`config.mk`:
```
export PLATFORM = sky130hd
export DESIGN_NAME = dispatchPort
export DESIGN_NICKNAME = d
export VERILOG_FILES = /design/src/frontEndPkg.sv /design/src/dispatchPort.sv
export VERILOG_INCLUDE_DIRS = /design/src /design/src/src
export SDC_FILE = /design/constraint.sdc
export NUM_CORES = 1
export LEC_CHECK = 0
export BUFFER_PORTS_ARGS = -buffer_cell sky130_fd_sc_hd__buf_4
export CAP_MARGIN = 20
export CORE_AREA = 2 2 201 203
export CTS_CLUSTER_SIZE = 14
export DETAILED_ROUTE_END_ITERATION = 16
export DIE_AREA = 0 0 203 205
export PLACE_DENSITY_LB_ADDON = 0.08
export REMOVE_ABC_BUFFERS = 1
export SETUP_SLACK_MARGIN = 0.05
export SLEW_MARGIN = 10
export SYNTH_ARGS = -nofsm -noshare
export SYNTH_HDL_FRONTEND = slang
export SYNTH_SLANG_ARGS = --single-unit
```
`constraint.sdc`:
```
create_clock -name clk -period 16 [get_ports clk]
set_input_delay 0.8 -clock clk [delete_from_list [all_inputs] [get_ports clk]]
set_output_delay 0.8 -clock clk [all_outputs]
set_load 0.02 [all_outputs]
```
`src/ibuf_cfg.svh`:
```
`ifndef IBUF_CFG_SVH
`define IBUF_CFG_SVH

// front-end sizes.
`define IB_FETCH_WIDTH     8   // lanes per fetch bundle.
`define IB_DISPATCH_WIDTH  4   // records per dispatch group.
`define IB_QUEUE_DEPTH     32  // queue entries.
`define IB_QUEUE_LOG       5   // queue pointer width.

// field widths.
`define IB_PC_WIDTH        32  // program counter.
`define IB_INST_WIDTH      32  // raw instruction word.
`define IB_REG_LOG         5   // register index.
`define IB_IMM_WIDTH       14  // immediate, no sign extension.
`define IB_OPC_WIDTH       3   // instruction class field.
`define IB_BRCNT_WIDTH     3   // branch count of one group, up to 4.

`endif

```
`src/frontEndPkg.sv`:
```
`include "ibuf_cfg.svh"
`default_nettype none

package frontEndPkg;

  // instruction class, same code as raw bits 31..29 where legal.
  typedef enum logic [`IB_OPC_WIDTH-1:0] {
    OP_ALU     = 3'd0,
    OP_LOAD    = 3'd1,
    OP_STORE   = 3'd2,
    OP_BRANCH  = 3'd3,
    OP_JUMP    = 3'd4,
    OP_ILLEGAL = 3'd7
  } opcode_e;

  // four-phase dispatch handshake states.
  typedef enum logic [1:0] {
    DISP_IDLE    = 2'd0,  // free, waiting for a group.
    DISP_REQ     = 2'd1,  // req high, waiting for ack.
    DISP_RELEASE = 2'd2   // req low, waiting for ack to fall.
  } dispState_e;

  typedef struct packed {
    logic [`IB_PC_WIDTH-1:0]                        pc;     // lane 0 pc.
    logic [`IB_FETCH_WIDTH-1:0]                     valid;  // lane valid mask.
    logic [`IB_FETCH_WIDTH-1:0][`IB_INST_WIDTH-1:0] inst;   // raw words.
  } fetchBundle_t;

  typedef struct packed {
    logic [`IB_PC_WIDTH-1:0]  pc;
    opcode_e                  opcode;
    logic [`IB_REG_LOG-1:0]   rd;
    logic [`IB_REG_LOG-1:0]   rs1;
    logic [`IB_REG_LOG-1:0]   rs2;
    logic [`IB_IMM_WIDTH-1:0] imm;
  } decodedInst_t;

  typedef struct packed {
    decodedInst_t [`IB_FETCH_WIDTH-1:0] inst;   // one record per lane.
    logic [`IB_FETCH_WIDTH-1:0]         valid;  // copied from the bundle.
  } decodedBundle_t;

  typedef struct packed {
    decodedInst_t [`IB_DISPATCH_WIDTH-1:0] inst;         // oldest in slot 0.
    logic [`IB_BRCNT_WIDTH-1:0]            branchCount;  // branches plus jumps.
  } dispatchGroup_t;

endpackage

`default_nettype wire

```
`src/dispatchPort.sv`:
```
`default_nettype none

module dispatchPort (
  input  wire logic                         clk,
  input  wire logic                         reset_i,
  input  wire logic                         groupReady_i,
  input  wire frontEndPkg::dispatchGroup_t  group_i,
  output logic                              portBusy_o,
  output logic                              dispReq_o,
  input  wire logic                         dispAck_i,
  output frontEndPkg::dispatchGroup_t       dispGroup_o
);

  frontEndPkg::dispState_e state;

  always_ff @(posedge clk) begin
    if (reset_i) begin
      state <= frontEndPkg::DISP_IDLE;
    end else begin
      case (state)
        frontEndPkg::DISP_IDLE: begin
          if (groupReady_i) state <= frontEndPkg::DISP_REQ;  // buffer pops now.
        end
        frontEndPkg::DISP_REQ: begin
          if (dispAck_i) state <= frontEndPkg::DISP_RELEASE;  // receiver took it.
        end
        frontEndPkg::DISP_RELEASE: begin
          if (!dispAck_i) state <= frontEndPkg::DISP_IDLE;  // delivery ends.
        end
        default: state <= frontEndPkg::DISP_IDLE;
      endcase
    end
  end

  // group held stable from capture until back in idle.
  always_ff @(posedge clk) begin
    if (state == frontEndPkg::DISP_IDLE && groupReady_i) begin
      dispGroup_o <= group_i;
    end
  end

  assign portBusy_o = (state != frontEndPkg::DISP_IDLE);
  assign dispReq_o  = (state == frontEndPkg::DISP_REQ);  // drops once ack is seen.

endmodule

`default_nettype wire

```
==> reports/metrics.yaml <==
final_layout:
  stdcell_area_um2: 13420
  drive_gt1_frac: 0.6647
  nNetsFinal: 1091
  postLayoutCoreUtil: 0.3410
  final_common_cell: "buf_4"
  area_growth_pct: 70.26
  layout_common_cells: "buf_4 (524), edfxtp_1 (259), clkbuf_16 (31)"
clock_network:
  root_buffer: "clkbuf_16"
  cts.sink_count: 261
  ctsResizeCount: 0
  htreeDepth: 1
  clk_pin_slew_worst_paths_ns: 0.06
  hold_buffers: 0
  worstSkewPairLatency_ns: 0.54
  clockBufferDepth: 3
  cts_inserted_buffers: 31
  cts_setup_buffers: 0
  tritoncts: "done"
power:
  ir_drop_mv: 0.08754
  switching_share: 0.2307
  p_sw_mw: 0.3856
  power.internal_mw: 1.286
  power_frac_seq: 0.494
  combinationalPowerShare: 0.123
  pwr-share-clk: 0.383
  p_leak_nw: 5.495
  p_per_area_nw_per_um2: 124.5
global_route:
  grt_pass1_wl_mm: 34.86
  grt_usage: 0.1133
  grt_max_degree: 156
  grt_overflow: 0
  antenna_found_initial: 4
  grt_pass1_vias: 5376
routing:
  routed_wire_length_per_instance_um: 18.47
  drc: 0
  vias: 4880
  wirelength_mm: 25.44
  ant_nets: 0
  drt-initial-drc-count: 230
  first_pass_iters: 4
  via_per_inst: 3.544
worst_setup_path:
  arrival_ns: 2.76
  critPathLaunch: "state[1]$_SDFFE_PP0P_"
  critical_path_class: "reg -> reg"
  endpoint_kind: "flop"
  timing.critical_path.to: "dispGroup_o[39]$_DFFE_PP_"
  worstPathMaxFanout: 81
  r2r_slack_ns: 13.40
  reg2regPathDepth: 3
  worstReg2RegEnd: "dispGroup_o[39]$_DFFE_PP_"
  crit_required_ns: 16.15
  startpoint_type: "flop"
  regToRegStartpoint: "state[1]$_SDFFE_PP0P_"
sta:
  rsz0062_at_grt: "false"
  fin_crit_ns: 2.601
  skew_ns: 0.007729
  timing.final.hold_violations: 0
  period_share: 0.1625
  tightest_slew_ns: 1.077
  fmax_mhz: 384.5
  slew_headroom: 0.2821
  setup_viol: 0
  fin_setup_tns_ns: 0
  slew_viol_final: 0
die:
  io_pins: 524
  core_area_um2: 39370
  fp.dieArea_um2: 41620
  die_height_um: 205
  num_rows: 73
  initial_core_util: 0.2003
  fp.dieW_um: 203
worst_hold_path:
  hold_depth: 1
  hold_path.class: "in -> reg"
  hold_start: "group_i[87]"
placement:
  placedInstanceArea_um2: 12500
  port_buffers: 523
  gp_congestion: 0.7798
yosys:
  synth_cell_types: 10
  netlist.area_leader.share: 0.9865
  ys_warn_count: 0
  syn_inst: 270
  ys_seq_area_frac: 0.9916
  syn-cell-area_um2: 7884
  yosysTopAreaCell: "edfxtp_1"
  synth-seq-cells: 261
  avgSynthCellArea_um2: 29.20
  netlist_top_cells_area: "edfxtp_1 (99%), dfxtp_1 (0.51%), a211oi_2 (0.16%)"
run:
  drv_cap: 0
run_status:
  status: "complete, no violations"
[area by class of cell]
cell class,instances,area (um2)
fillers,3827,25940
flip-flops and latches,261,7818
repair buffers,525,3954
clock buffers,47,855.8
well taps,525,656.9
multi-input cells,8,70.07
clock inverters,8,60.06
diodes,2,5.005
inverters,1,3.754
[metrics by stage]
step           instances  hold WS, ns  setup slack, ns  power [mW]
6_report            1377       0.4294            13.40       1.671
5_1_grt             1376       0.3830            13.23       1.744
4_1_cts             1375       0.3735            13.33       1.706
3_5_place_dp        1320       0.4994            13.03       1.050
3_3_place_gp        1320       0.4705            13.10       1.048
2_1_floorplan        270       0.4578            3.649      0.9343
[state kept, by name, summed over array words and instances (netlist names)]
name / flops
dispGroup_o: 259
state: 2
[critical path, cell delays in order (launching register included)]
cell and delay [ns]:
dfxtp_1 0.34, or2_1 0.28, nor2_4 0.59, buf_4 0.91
[worst min path at each step]
stage,end
floorplan,state[0]$_SDFFE_PP0P_
finish,dispGroup_o[87]$_DFFE_PP_
global route,dispGroup_o[252]$_DFFE_PP_
CTS,state[0]$_SDFFE_PP0P_
global placement,state[0]$_SDFFE_PP0P_
detailed placement,state[0]$_SDFFE_PP0P_
[synthesized netlist by cell type]
cell,count
edfxtp_1,259
nor2b_1,1
xnor2_1,1
nor3b_2,1
a211oi_2,1
nand2b_1,2
inv_1,1
or2_1,1
dfxtp_1,2
nor2_1,1
[logic make-up after synthesis]
group,share of synthesized area
compound gates,0.001587
simple gates,0.005237
flops,0.9916
buf+inv,0.0004757
xor+xnor,0.001111
[power groups by stage]
stage / combinational, mW / clock (mW) / sequential (mW)
2_1_floorplan: 0.0179 / 0 / 0.916
3_3_place_gp: 0.209 / 0 / 0.839
3_5_place_dp: 0.211 / 0 / 0.839
4_1_cts: 0.211 / 0.670 / 0.826
5_1_grt: 0.217 / 0.698 / 0.829
6_report: 0.206 / 0.641 / 0.825
[layer usage]
layer | global-route usage | up-vias | wire [um]
met2 | 0.2050 | 303 | 13390
met5 | 0 | - | 17
li1 | - | 2219 | -
met3 | 0.06427 | 51 | 3277
met4 | 0.03702 | 4 | 783
met1 | 0.1077 | 2303 | 7970
No activity file was read; power rests on OpenSTA's default activity.
