File: src/ibuf_cfg.svh
`ifndef IBUF_CFG_SVH
`define IBUF_CFG_SVH

// front-end sizes.
`define IB_FETCH_WIDTH     8   // lanes per fetch bundle.
`define IB_DISPATCH_WIDTH  4   // records per dispatch group.
`define IB_QUEUE_DEPTH     32  // queue entries.
`define IB_QUEUE_LOG       5   // queue pointer width.

// field widths.
`define IB_PC_WIDTH        32  // program counter.
`define IB_INST_WIDTH      32  // raw instruction word.
`define IB_REG_LOG         5   // register index.
`define IB_IMM_WIDTH       14  // immediate, no sign extension.
`define IB_OPC_WIDTH       3   // instruction class field.
`define IB_BRCNT_WIDTH     3   // branch count of one group, up to 4.

`endif

File: src/frontEndPkg.sv
`include "ibuf_cfg.svh"
`default_nettype none

package frontEndPkg;

  // instruction class, same code as raw bits 31..29 where legal.
  typedef enum logic [`IB_OPC_WIDTH-1:0] {
    OP_ALU     = 3'd0,
    OP_LOAD    = 3'd1,
    OP_STORE   = 3'd2,
    OP_BRANCH  = 3'd3,
    OP_JUMP    = 3'd4,
    OP_ILLEGAL = 3'd7
  } opcode_e;

  // four-phase dispatch handshake states.
  typedef enum logic [1:0] {
    DISP_IDLE    = 2'd0,  // free, waiting for a group.
    DISP_REQ     = 2'd1,  // req high, waiting for ack.
    DISP_RELEASE = 2'd2   // req low, waiting for ack to fall.
  } dispState_e;

  typedef struct packed {
    logic [`IB_PC_WIDTH-1:0]                        pc;     // lane 0 pc.
    logic [`IB_FETCH_WIDTH-1:0]                     valid;  // lane valid mask.
    logic [`IB_FETCH_WIDTH-1:0][`IB_INST_WIDTH-1:0] inst;   // raw words.
  } fetchBundle_t;

  typedef struct packed {
    logic [`IB_PC_WIDTH-1:0]  pc;
    opcode_e                  opcode;
    logic [`IB_REG_LOG-1:0]   rd;
    logic [`IB_REG_LOG-1:0]   rs1;
    logic [`IB_REG_LOG-1:0]   rs2;
    logic [`IB_IMM_WIDTH-1:0] imm;
  } decodedInst_t;

  typedef struct packed {
    decodedInst_t [`IB_FETCH_WIDTH-1:0] inst;   // one record per lane.
    logic [`IB_FETCH_WIDTH-1:0]         valid;  // copied from the bundle.
  } decodedBundle_t;

  typedef struct packed {
    decodedInst_t [`IB_DISPATCH_WIDTH-1:0] inst;         // oldest in slot 0.
    logic [`IB_BRCNT_WIDTH-1:0]            branchCount;  // branches plus jumps.
  } dispatchGroup_t;

endpackage

`default_nettype wire

File: src/instDecoder.sv
`include "ibuf_cfg.svh"
`default_nettype none

module instDecoder (
  input  wire logic                         clk,
  input  wire logic                         reset_i,
  input  wire logic                         flush_i,
  input  wire logic                         fetchValid_i,
  input  wire logic                         stallFetch_i,
  input  wire frontEndPkg::fetchBundle_t    fetch_i,
  output logic                              decValid_o,
  output frontEndPkg::decodedBundle_t       decoded_o
);

  logic acceptBundle;

  // one raw word into one record.
  function automatic frontEndPkg::decodedInst_t decodeLane(
    input logic [`IB_INST_WIDTH-1:0] raw,
    input logic [`IB_PC_WIDTH-1:0]   lanePc
  );
    frontEndPkg::decodedInst_t rec;
    rec.pc = lanePc;
    case (raw[`IB_INST_WIDTH-1 -: `IB_OPC_WIDTH])  // class in the top bits.
      3'd0:    rec.opcode = frontEndPkg::OP_ALU;
      3'd1:    rec.opcode = frontEndPkg::OP_LOAD;
      3'd2:    rec.opcode = frontEndPkg::OP_STORE;
      3'd3:    rec.opcode = frontEndPkg::OP_BRANCH;
      3'd4:    rec.opcode = frontEndPkg::OP_JUMP;
      default: rec.opcode = frontEndPkg::OP_ILLEGAL;  // classes 5 to 7.
    endcase
    rec.rd  = raw[`IB_IMM_WIDTH + 2*`IB_REG_LOG +: `IB_REG_LOG];  // bits 28..24.
    rec.rs1 = raw[`IB_IMM_WIDTH + `IB_REG_LOG +: `IB_REG_LOG];    // bits 23..19.
    rec.rs2 = raw[`IB_IMM_WIDTH +: `IB_REG_LOG];                  // bits 18..14.
    rec.imm = raw[`IB_IMM_WIDTH-1:0];                             // bits 13..0.
    return rec;
  endfunction

  assign acceptBundle = fetchValid_i & ~stallFetch_i;  // fetch holds while stalled.

  // control, cleared by reset or flush.
  always_ff @(posedge clk) begin
    if (reset_i || flush_i) begin
      decValid_o <= 1'b0;
    end else begin
      decValid_o <= acceptBundle;  // one cycle after the bundle is taken.
    end
  end

  // payload, loaded only on an accepted bundle.
  always_ff @(posedge clk) begin
    if (acceptBundle) begin
      decoded_o.valid <= fetch_i.valid;
      for (int k = 0; k < `IB_FETCH_WIDTH; k++) begin
        decoded_o.inst[k] <= decodeLane(fetch_i.inst[k],
                                        fetch_i.pc + `IB_PC_WIDTH'(4 * k));  // base plus 4k.
      end
    end
  end

endmodule

`default_nettype wire

File: config.mk
export PLATFORM = sky130hd
export DESIGN_NAME = instDecoder
export DESIGN_NICKNAME = d
export VERILOG_FILES = /design/src/frontEndPkg.sv /design/src/instDecoder.sv
export VERILOG_INCLUDE_DIRS = /design/src /design/src/src
export SDC_FILE = /design/constraint.sdc
export NUM_CORES = 1
export LEC_CHECK = 0
export ABC_AREA = 1
export ABC_CLOCK_PERIOD_IN_PS = 25000
export BUFFER_PORTS_ARGS = -buffer_cell sky130_fd_sc_hd__clkbuf_2
export CAP_MARGIN = 15
export CORE_AREA = 8 8 313 315
export CTS_BUF_LIST = sky130_fd_sc_hd__clkbuf_4
export DETAILED_ROUTE_END_ITERATION = 8
export DIE_AREA = 0 0 321 323
export GPL_TIMING_DRIVEN = 0
export MAX_ROUTING_LAYER = met4
export PLACE_DENSITY = 0.45
export SLEW_MARGIN = 20
export SYNTH_ARGS = -nofsm -noshare
export SYNTH_HDL_FRONTEND = slang
export SYNTH_SLANG_ARGS = --single-unit
File: constraint.sdc
create_clock -name clk -period 25 [get_ports clk]
set_input_delay 2.5 -clock clk [delete_from_list [all_inputs] [get_ports clk]]
set_output_delay 2.5 -clock clk [all_outputs]
set_load 0.005 [all_outputs]
==> results.py <==
metrics = {
    "synth": {
        "synth_flop_cell": "edfxtp_1",
        "yosysMostFrequentCell": "edfxtp_1",
        "yosys-top-cells-area": "edfxtp_1 78%, nand2_1 5.9%, xor2_1 4.7%",
        "yosysSeqAreaShare_pct": 77.74,
        "synth_top_family_by_area": "simple AND/OR/NAND/NOR gates",
        "synth_common_cells": "496 x edfxtp_1, 301 x nand2_1, 102 x xor2_1, 93 x inv_1, 78 x nand3_1",
        "synth-compound-area-share_pct": 1.174,
        "ys.warnings.count": 0,
        "ys_seq_elements": 497,
        "synthArstFlopShare_pct": 0,
        "synth_cell_types": 27,
        "synth_top_area_cell": "edfxtp_1",
        "synth_simple_gate_area_share_pct": 11.33,
        "synth_top_area_share_pct": 77.64,
        "synth_area_per_cell_um2": 14.49,
        "synth-xor-area-share_pct": 4.839,
        "syn_nets": 1635,
        "synthCells": 1324,
        "synth_edf_count": 496,
        "synth.area.mux_share_pct": 0,
        "post_synth_fa_ha_maj_area_fraction_pct": 0.6522,
        "syn-cell-area_mm2": 0.01918,
    },
    "job": {
        "drv_cap": 0,
    },
    "cells_and_area": {
        "nNetsFinal": 2626,
        "regArea_mm2": 0.01491,
        "multi_input_area_mm2": 0.003460,
        "final_util_pct": 29.38,
        "drive_gt1_share_pct": 48.94,
        "area_delta_synth_final_pct": 42.07,
        "fillers": 9697,
        "finalInstanceArea_mm2": 0.02725,
    },
    "clock_network": {
        "cts_tree": "done",
        "cts_resized": 0,
        "clk_pin_slew_worst_paths_ps": 60,
        "clockBufferDepth": 3,
        "cts.root.buffer_cell": "clkbuf_4",
        "cts.sinks": 497,
        "cts_made_buffers": 147,
        "htreeDepth": 4,
        "hold_buffers": 0,
        "postCtsSetupBuffers": 0,
    },
    "timing": {
        "fin_crit_ps": 4492,
        "setup-tns-final_ps": 0,
        "rsz0062_at_grt": "false",
        "fmax_mhz": 222.6,
        "final_max_slew_viol_count": 0,
        "fin_hold_ws_ps": 1694,
        "finalSetupViolations": 0,
        "hold_viol": 0,
        "fin_crit_sh_pct": 17.97,
        "maxSlewHeadroom_pct": 34.51,
        "worst_pin_slew_ps": 982.4,
    },
    "drt": {
        "drt_first_pass_iters": 5,
        "num_vias": 14410,
        "drtIter0Drc": 873,
        "antenna_left": 0,
        "finalWirelength_um": 84610,
        "drc_errors": 0,
        "via_per_inst": 3.905,
        "wl_per_cell_um": 22.92,
    },
    "power_and_ir_drop": {
        "leakagePower_uw": 0.01172,
        "ir_drop_uv": 33.60,
        "power_uw": 1974,
        "p_per_area_mw_per_mm2": 72.43,
    },
    "die": {
        "rows": 112,
        "io-pin-count": 822,
        "die_h_um": 323,
        "fp.dieArea_mm2": 0.1037,
        "core_area_mm2": 0.09277,
        "initial_utilization_pct": 20.68,
        "die_w_um": 321,
    },
    "grt": {
        "first_global_vias": 14960,
        "grt_max_degree": 31,
        "grt_pass1_wl_um": 112800,
        "grt-busiest-layer": "met2",
        "antenna_found_initial": 41,
        "met1_usage_pct": 15.38,
        "grt_use_met3_pct": 8.279,
        "use_met2_pct": 26.66,
        "track_usage_pct": 15.95,
        "grt_overflow_total": 0,
    },
    "worst_setup_path": {
        "end_kind": "register",
        "worstPathRequired_ps": 25700,
        "start_kind": "input pin",
        "path_max_fanout": 9,
        "crit_path_cell_trace": "clkbuf_2, buf_2, inv_1, ha_1, clkbuf_1, o21ai_1, nand2_1, nor2_1, nand2_1, nand2_1, nand2_1",
        "cp_data_arrival_time_ps": 5190,
        "cp_num_buf_inv": 4,
        "critPathTopFamily": "buffers and inverters",
        "cp_slowest_cell": "o21ai_1",
        "worst_path_most_repeated_cell": "nand2_1",
        "crit_type": "input pin to register",
        "cpPeakStageDelay_ps": 530,
    },
    "placement": {
        "placed_area_mm2": 0.02535,
        "gp_congestion": 0.9005,
        "io_buffers": 821,
        "dp_hpwl_um": 69610,
    },
    "worst_hold_path": {
        "hold_path_class": "input pin to register",
    },
    "run_status": {
        "outcome": "complete, no violations",
    },
}
## cell families (layout without fill, tap and decap cells)
kind of cell,Yosys count,count (layout)
compound gates,42,42
xor+xnor,106,106
fa+ha+maj,10,10
buf+inv,171,1260
flops,497,497
other cells,0,24
simple gates,498,498
## routing by layer
layer | wire, um | up-vias
met5 | 0 | -
met4 | 2768 | 0
met3 | 9969 | 165
met2 | 42520 | 765
met1 | 29350 | 6871
li1 | - | 6613
## metrics by stage
step | setup WS, ps | instances
after global routing | 20420 | 3690
after global placement | -9120 | 3399
after CTS | 20340 | 3667
after detailed placement | 19530 | 3420
final | 20510 | 3691
after floorplan | 279.9 | 1324
## flip-flops by register name, summed over array words and instances, names as in the netlist
signal,flops
decValid_o,1
decoded_o,496
## path summary, 6_finish.rpt
| check | start | end | slack (ps) | cells past startpoint |
|---|---|---|---|---|
| setup / recovery | fetch_i[267] | decoded_o[518] | 20510 | 11 |
| hold / removal | fetch_i[250] | decoded_o[482] | 1690 | 1 |
## cells in the final DEF, fill, tap and decap left out
cell / instances
clkbuf_2: 822
nand2_4: 2
o21ai_1: 3
buf_4: 40
ha_1: 10
inv_6: 2
buf_16: 8
o21ai_0: 31
o21ai_2: 4
clkbuf_1: 11
inv_1: 93
nor4_1: 1
clkinv_1: 32
clkbuf_4: 200
edfxtp_1: 496
nand2_2: 13
bufinv_16: 5
nor2_2: 25
nand3_2: 1
xnor2_1: 4
nor2_1: 63
inv_2: 8
buf_2: 14
clkinv_2: 7
nor2_4: 12
nand2_1: 301
nand4_1: 2
nand3_1: 78
a21oi_1: 4
buf_12: 13
dfxtp_1: 1
diode_2: 24
clkinvlp_4: 3
buf_6: 1
clkinv_4: 1
xor2_1: 102
## power by group
part / total [uW] / switching, uW / internal [uW]
logic: 184 / 109 / 74.9
registers: 1000 / 17.8 / 982
clock network: 790 / 369 / 421
## layout make-up
class                           instances  area share (%)
Antenna cell                           24          0.2204
Buffer                                 67           1.570
Clock buffer                          200           5.509
Clock inverter                         47           1.258
Inverter                              104           1.432
Multi-Input combinational cell        656           12.69
Sequential cell                       497           54.72
Tap cell                             1254           5.757
Timing Repair Buffer                  842           16.84
Note: power is estimated with default switching activity, not from simulation.
